$ cat config.mk
export PLATFORM = sky130hd
export DESIGN_NAME = gpio_subsys
export DESIGN_NICKNAME = d
export VERILOG_FILES = /design/src/hw/gpio_pkg.sv /design/src/hw/gpio_subsys.sv /design/src/hw/irq_ctrl.sv /design/src/hw/gpio_port.sv /design/src/hw/apb_decode.sv
export SDC_FILE = /design/constraint.sdc
export NUM_CORES = 1
export LEC_CHECK = 0
export BUFFER_PORTS_ARGS = -buffer_cell sky130_fd_sc_hd__buf_4
export CAP_MARGIN = 25
export CORE_ASPECT_RATIO = 2
export CORE_MARGIN = 2
export CORE_UTILIZATION = 34
export CTS_CLUSTER_SIZE = 14
export DETAILED_ROUTE_END_ITERATION = 6
export GPL_TIMING_DRIVEN = 0
export PLACE_DENSITY = 0.63
export SLEW_MARGIN = 0
export SYNTH_ARGS = -nofsm -noshare
export SYNTH_HDL_FRONTEND = slang
export SYNTH_SLANG_ARGS = --single-unit
$ cat constraint.sdc
create_clock -name clk -period 2.88 [get_ports clk]
set_input_delay 0.288 -clock clk [delete_from_list [all_inputs] [get_ports clk]]
set_output_delay 0.288 -clock clk [all_outputs]
set_load 0.03 [all_outputs]
$ cat src/hw/gpio_pkg.sv
package gpio_pkg;

  // ----------------------------------------
  // bus and address map
  // ----------------------------------------

  localparam int apb_dw = 32;

  // paddr bits 11 to 8 select the window.
  localparam logic [11:0] gpio_win_base = 12'h000;
  localparam logic [11:0] irq_win_base  = 12'h100;

  // ----------------------------------------
  // register offsets within a window
  // ----------------------------------------

  localparam logic [3:0] reg_sw  = 4'h0;
  localparam logic [3:0] reg_btn = 4'h4;
  localparam logic [3:0] reg_led = 4'h8;
  localparam logic [3:0] reg_raw = 4'hC;

  localparam logic [3:0] reg_enable   = 4'h0;
  localparam logic [3:0] reg_claim    = 4'h4;
  localparam logic [3:0] reg_complete = 4'h8;

  // claim value when nothing is enabled and pending.
  localparam logic [apb_dw-1:0] no_source = 32'hFFFF_FFFF;

endpackage
$ cat src/hw/gpio_subsys.sv
`timescale 1ns/1ps

module gpio_subsys
  import gpio_pkg::*;
#(
  parameter int e_width  = 4,
  parameter int n_input  = 2,
  parameter int n_output = 1
) (
  input  logic                        clk,
  input  logic                        anrst,
  input  logic                        psel,
  input  logic                        penable,
  input  logic                        pwrite,
  input  logic [11:0]                 paddr,
  input  logic [apb_dw-1:0]           pwdata,
  output logic [apb_dw-1:0]           prdata,
  output logic                        pready,
  output logic                        pslverr,
  input  logic [e_width*n_input-1:0]  gpio_in,
  output logic [e_width*n_output-1:0] gpio_out,
  output logic                        irq
);

  localparam int n_src = e_width * n_input;

  logic              gpio_sel;
  logic              irq_sel;
  logic [apb_dw-1:0] gpio_prdata;
  logic [apb_dw-1:0] irq_prdata;
  logic [n_src-1:0]  pending;
  logic [n_src-1:0]  complete;

  apb_decode apb_decode_i (
    .psel        (psel),
    .paddr_hi    (paddr[11:8]),
    .gpio_prdata (gpio_prdata),
    .irq_prdata  (irq_prdata),
    .gpio_sel    (gpio_sel),
    .irq_sel     (irq_sel),
    .prdata      (prdata),
    .pready      (pready),
    .pslverr     (pslverr)
  );

  gpio_port #(
    .e_width  (e_width),
    .n_input  (n_input),
    .n_output (n_output)
  ) gpio_port_i (
    .clk      (clk),
    .anrst    (anrst),
    .sel      (gpio_sel),
    .penable  (penable),
    .pwrite   (pwrite),
    .offset   (paddr[3:0]),
    .pwdata   (pwdata),
    .prdata   (gpio_prdata),
    .gpio_in  (gpio_in),
    .gpio_out (gpio_out),
    .pending  (pending),
    .complete (complete)
  );

  // one interrupt source per input bit.
  irq_ctrl #(
    .n_src (n_src)
  ) irq_ctrl_i (
    .clk      (clk),
    .anrst    (anrst),
    .sel      (irq_sel),
    .penable  (penable),
    .pwrite   (pwrite),
    .offset   (paddr[3:0]),
    .pwdata   (pwdata),
    .prdata   (irq_prdata),
    .pending  (pending),
    .complete (complete),
    .irq      (irq)
  );

endmodule

$ cat src/hw/irq_ctrl.sv
`timescale 1ns/1ps

module irq_ctrl
  import gpio_pkg::*;
#(
  parameter int n_src = 8
) (
  input  logic              clk,
  input  logic              anrst,
  input  logic              sel,
  input  logic              penable,
  input  logic              pwrite,
  input  logic [3:0]        offset,
  input  logic [apb_dw-1:0] pwdata,
  output logic [apb_dw-1:0] prdata,
  input  logic [n_src-1:0]  pending,
  output logic [n_src-1:0]  complete,
  output logic              irq
);

  logic [n_src-1:0]  enable;
  logic [n_src-1:0]  active;
  logic [n_src-1:0]  complete_next;
  logic [apb_dw-1:0] claim_id;
  logic              wr;

  assign wr     = sel & penable & pwrite;
  assign active = pending & enable;

  // ----------------------------------------
  // enable mask and irq line
  // ----------------------------------------

  always_ff @(posedge clk or negedge anrst) begin
    if (!anrst) begin
      enable <= '0;
    end else if (wr && offset == reg_enable) begin
      enable <= pwdata[n_src-1:0];
    end
  end

  always_ff @(posedge clk or negedge anrst) begin
    if (!anrst) begin
      irq <= 1'b0;
    end else begin
      irq <= |active;
    end
  end

  // ----------------------------------------
  // claim and complete
  // ----------------------------------------

  // walk down so the lowest active index is the one left standing.
  always_comb begin
    claim_id = no_source;
    for (int i = n_src - 1; i >= 0; i--) begin
      if (active[i]) begin
        claim_id = apb_dw'(i);
      end
    end
  end

  // ids past the last source match no bit and so do nothing.
  always_comb begin
    complete_next = '0;
    if (wr && offset == reg_complete) begin
      for (int i = 0; i < n_src; i++) begin
        complete_next[i] = (pwdata == apb_dw'(i));
      end
    end
  end

  always_ff @(posedge clk or negedge anrst) begin
    if (!anrst) begin
      complete <= '0;
    end else begin
      complete <= complete_next;
    end
  end

  always_comb begin
    prdata = '0;
    case (offset)
      reg_enable: prdata[n_src-1:0] = enable;
      reg_claim:  prdata = claim_id;
      default:    prdata = '0;
    endcase
  end

endmodule

$ cat src/hw/gpio_port.sv
`timescale 1ns/1ps

module gpio_port
  import gpio_pkg::*;
#(
  parameter int e_width  = 4,
  parameter int n_input  = 2,
  parameter int n_output = 1
) (
  input  logic                        clk,
  input  logic                        anrst,
  input  logic                        sel,
  input  logic                        penable,
  input  logic                        pwrite,
  input  logic [3:0]                  offset,
  input  logic [apb_dw-1:0]           pwdata,
  output logic [apb_dw-1:0]           prdata,
  input  logic [e_width*n_input-1:0]  gpio_in,
  output logic [e_width*n_output-1:0] gpio_out,
  output logic [e_width*n_input-1:0]  pending,
  input  logic [e_width*n_input-1:0]  complete
);

  localparam int i_width = e_width * n_input;
  localparam int o_width = e_width * n_output;

  logic [i_width-1:0] sync_meta;
  logic [i_width-1:0] sync_level;
  logic [i_width-1:0] level_prev;
  logic [i_width-1:0] rise;
  logic [i_width-1:0] latch;
  logic [o_width-1:0] led;
  logic               led_write;

  // ----------------------------------------
  // input path
  // ----------------------------------------

  // two flops bring the pins into the clock domain, a third keeps
  // the previous level for edge detection.
  always_ff @(posedge clk or negedge anrst) begin
    if (!anrst) begin
      sync_meta  <= '0;
      sync_level <= '0;
      level_prev <= '0;
    end else begin
      sync_meta  <= gpio_in;
      sync_level <= sync_meta;
      level_prev <= sync_level;
    end
  end

  assign rise = sync_level & ~level_prev;

  // a complete pulse beats an edge that lands in the same cycle.
  always_ff @(posedge clk or negedge anrst) begin
    if (!anrst) begin
      latch <= '0;
    end else begin
      latch <= (latch | rise) & ~complete;
    end
  end

  assign pending = latch;

  // ----------------------------------------
  // output path
  // ----------------------------------------

  assign led_write = sel & penable & pwrite & (offset == reg_led);

  always_ff @(posedge clk or negedge anrst) begin
    if (!anrst) begin
      led <= '0;
    end else if (led_write) begin
      led <= pwdata[o_width-1:0];
    end
  end

  assign gpio_out = led;

  // register reads, zero extended to the bus width.
  always_comb begin
    prdata = '0;
    case (offset)
      reg_sw:  prdata[e_width-1:0] = latch[0 +: e_width];
      reg_btn: prdata[e_width-1:0] = latch[e_width +: e_width];
      reg_led: prdata[o_width-1:0] = led;
      reg_raw: prdata[i_width-1:0] = sync_level;
      default: prdata = '0;
    endcase
  end

endmodule

$ cat src/hw/apb_decode.sv
`timescale 1ns/1ps

module apb_decode
  import gpio_pkg::*;
(
  input  logic              psel,
  input  logic [3:0]        paddr_hi,
  input  logic [apb_dw-1:0] gpio_prdata,
  input  logic [apb_dw-1:0] irq_prdata,
  output logic              gpio_sel,
  output logic              irq_sel,
  output logic [apb_dw-1:0] prdata,
  output logic              pready,
  output logic              pslverr
);

  logic gpio_hit;
  logic irq_hit;

  // each window is 256 bytes, so only the top nibble of paddr matters.
  assign gpio_hit = (paddr_hi == gpio_win_base[11:8]);
  assign irq_hit  = (paddr_hi == irq_win_base[11:8]);

  assign gpio_sel = psel & gpio_hit;
  assign irq_sel  = psel & irq_hit;

  // an access outside both windows is answered here with an error.
  assign pslverr = psel & ~gpio_hit & ~irq_hit;

  // no completer ever stalls.
  assign pready = 1'b1;

  always_comb begin
    if (gpio_sel) begin
      prdata = gpio_prdata;
    end else if (irq_sel) begin
      prdata = irq_prdata;
    end else begin
      prdata = '0;
    end
  end

endmodule

==> out/qor.yml <==
outcome: "complete, no violations"
synthToLayoutAreaGrowth_pct: 41.3
first_pass_iters: 4
cts_buffers: 5
crit_cells: 5
post_drt_wl_per_cell_um: 15.2
hold_viol: 0
yosysWarnings: 0
final.setup.worst_slack_ns: 0.360
ant_nets: 0
multi_input_area_um2: 782
power_leakage_nw: 1.63
first_global_vias: 1839
cp_num_buf_inv: 2
cap_violations: 0
cts_sinks: 53
fin_crit_sh_pct: 87.5
place_ws_ns: 0.171
grt_antenna_before_repair: 0
netlist.area_leader.share_pct: 56.7
io_buffers: 88
cts_tree: "done"
coreArea_um2: 6620
synth_fp_nets: 247
drc_errors: 0
grt_pass1_wl_mm: 9.09
slew_headroom_pct: 42.5
clk_path_buf_depth: 2
drv_slew: 0
dpl.hpwl_mm: 4.49
gr-total-overflow: 0
seq_area_frac_synth_pct: 56.7
cts_root_buffer: "clkbuf_16"
place_area_um2: 3130
routed_wirelength_mm: 5.72
nets: 345
crit_path_start_kind: "input pin"
die_h_um: 121
grt.total_usage_pct: 15.8
rr_worst_depth: 2
final.setup_skew_ns: 0.00491
syn_area_um2: 2340
antennaDiodeCount: 0
cp.required_ns: 2.59
crit_top_cell: "buf_4"
end_kind: "primary output"
pwr-share-seq_pct: 49.8
power.share.clock_pct: 41.9
reg2reg_slack_ns: 1.54
regArea_um2: 1330
initial_core_util_pct: 35.3
netSwitchingFraction_pct: 20.6
synthTopCellsByArea: "dfrtp_1, buf_4, mux2_2"
grt_max_degree: 54
post-route-min-period_ns: 2.52
rows: 42
path_max_fanout: 5
crit_type: "input pin to primary output"
syn_area_per_cell_um2: 12.3
crit_family: "simple AND/OR/NAND/NOR gates"
syn_inst: 190
final_cell_mix: "buf_4, dfrtp_1, nand2_1, inv_1, mux2_2"
p_comb_share_pct: 8.2
dieArea_um2: 7600
vias: 1855
rr_startpoint: "irq_ctrl_i.enable[3]"
peakVddDrop_v: 0.000303
clock_latency_ns: 0.29
fillers: 634
fmax_mhz: 397
fin_area_um2: 3300
drive_gt1_share_pct: 51.0
synth_top_area_cell: "dfrtp_1"
gp_congestion: 0.819
clk_pin_slew_ns: 0.06
power.internal_mw: 1.24
slowest_stage: "nor4_1"
final_common_cell: "buf_4"
power_switching_uw: 321
die_w_um: 62.6
critical_path.startpoint: "paddr[9]"
power_density_nw_per_um2: 471
ys_ff_latch: 53
finalSetupViolCount: 0
cts_hold_buf: 0
cp_cell_sequence: "buf_4 > or4b_1 > nor4_1 > a221o_1 > buf_4"
via_per_inst: 4.93
critPathMaxStageDelay_ns: 0.70
cp.arrival_ns: 2.23
hold_path.class: "input pin to asynchronous set/reset pin"
worst_pin_slew_ns: 0.855
pin_count: 96
drt_iter0_markers: 56
rsz0062_at_grt: "false"
post_synth_num_cell_types: 32
worstReg2RegEnd: "irq_ctrl_i.irq"
h-tree-depth: 2
==> layout make-up <==
| class | count | area share [%] |
|---|---|---|
| tap | 88 | 3.33 |
| buffer | 27 | 5.98 |
| clock inverter | 2 | 1.06 |
| inverter | 11 | 1.25 |
| clock buffer | 5 | 3.79 |
| multi-input combinational | 99 | 23.7 |
| sequential | 53 | 40.1 |
| timing repair buffer | 91 | 20.8 |
==> cells by family after synthesis <==
family	share of synthesized area [%]
AND/OR/NAND/NOR	16.0
flip-flops	56.7
buffers and inverters	10.2
AO/OA/AOI/OAI	7.76
multiplexers	9.15
other	0.160
==> metrics by stage <==
step | hold WS [ns] | power (mW) | TNS [ns] | cells | utilization, %
2_1_floorplan | -0.00759 | 0.830 | 0 | 190 | -
3_3_place_gp | 0.331 | 0.917 | -1.19 | 366 | 47.1
3_5_place_dp | 0.335 | 0.921 | 0 | 367 | 47.3
4_1_cts | 0.0466 | 1.57 | 0 | 376 | 49.9
5_1_grt | 0.0762 | 1.61 | 0 | 376 | 49.9
6_report | 0.0200 | 1.56 | 0 | 376 | 49.9
==> synthesized netlist by cell type <==
| cell type | number |
|---|---|
| dfrtp_1 | 53 |
| buf_4 | 25 |
| inv_1 | 11 |
| mux2_2 | 11 |
| nand2_1 | 11 |
| a21oi_1 | 10 |
| nor2_1 | 9 |
| a221o_1 | 7 |
| nor4_1 | 7 |
| and4bb_2 | 4 |
| mux4_2 | 4 |
| nor4b_1 | 4 |
| and3b_1 | 3 |
| nand4_1 | 3 |
| nor3_1 | 3 |
| a22oi_1 | 2 |
| buf_2 | 2 |
| nand3_1 | 2 |
| nor2b_1 | 2 |
| nor3_2 | 2 |
| o21ai_0 | 2 |
| or4_1 | 2 |
| or4b_1 | 2 |
| a221oi_1 | 1 |
| a222oi_1 | 1 |
| a32oi_1 | 1 |
| and2_1 | 1 |
| conb_1 | 1 |
| nand2b_1 | 1 |
| nand3b_1 | 1 |
| nor4_2 | 1 |
| o31a_1 | 1 |
==> metal layers <==
| layer | share of wire [%] | vias to the layer above | GRT usage [%] |
|---|---|---|---|
| met5 | 0 | - | 0 |
| met4 | 3.1 | 0 | 9.17 |
| met3 | 7.3 | 11 | 3.06 |
| met2 | 57 | 99 | 29.4 |
| met1 | 33 | 885 | 15.9 |
| li1 | - | 860 | - |
==> worst register-to-register path, delay by kind of cell (launching register included) <==
kind	cells	cell delay, ns
AOI/OAI and AO/OA	1	0.48
DFF	1	0.42
and+or+nand+nor	1	0.25
==> worst max-delay path by stage <==
stage	end	slack, ns
3_5_place_dp	prdata[10]	0.17
4_1_cts	prdata[4]	0.37
5_1_grt	prdata[4]	0.20
3_3_place_gp	prdata[4]	-0.08
2_1_floorplan	prdata[3]	0.11
6_report	prdata[4]	0.36
==> sequential cells by signal, indices dropped and copies added (netlist names) <==
name	flops
gpio_port_i.gpio_out	4
gpio_port_i.level_prev	8
gpio_port_i.pending	8
gpio_port_i.sync_level	8
gpio_port_i.sync_meta	8
irq_ctrl_i.complete	8
irq_ctrl_i.enable	8
irq_ctrl_i.irq	1
==> power by group through the flow <==
stage          combinational, mW  sequential [mW]  clock [mW]
2_1_floorplan             0.0390            0.791           0
3_3_place_gp               0.128            0.789           0
3_5_place_dp               0.130            0.790           0
4_1_cts                    0.131            0.776       0.665
5_1_grt                    0.140            0.778       0.693
6_report                   0.128            0.776       0.653
==> timing repair <==
| item | CTS | global route |
|---|---|---|
| endpoints found under the setup margin | 29 | 0 |
| resized for setup | 0 | 0 |
| buffers inserted | 2 | 0 |
Power figures use the tool's default switching activity.
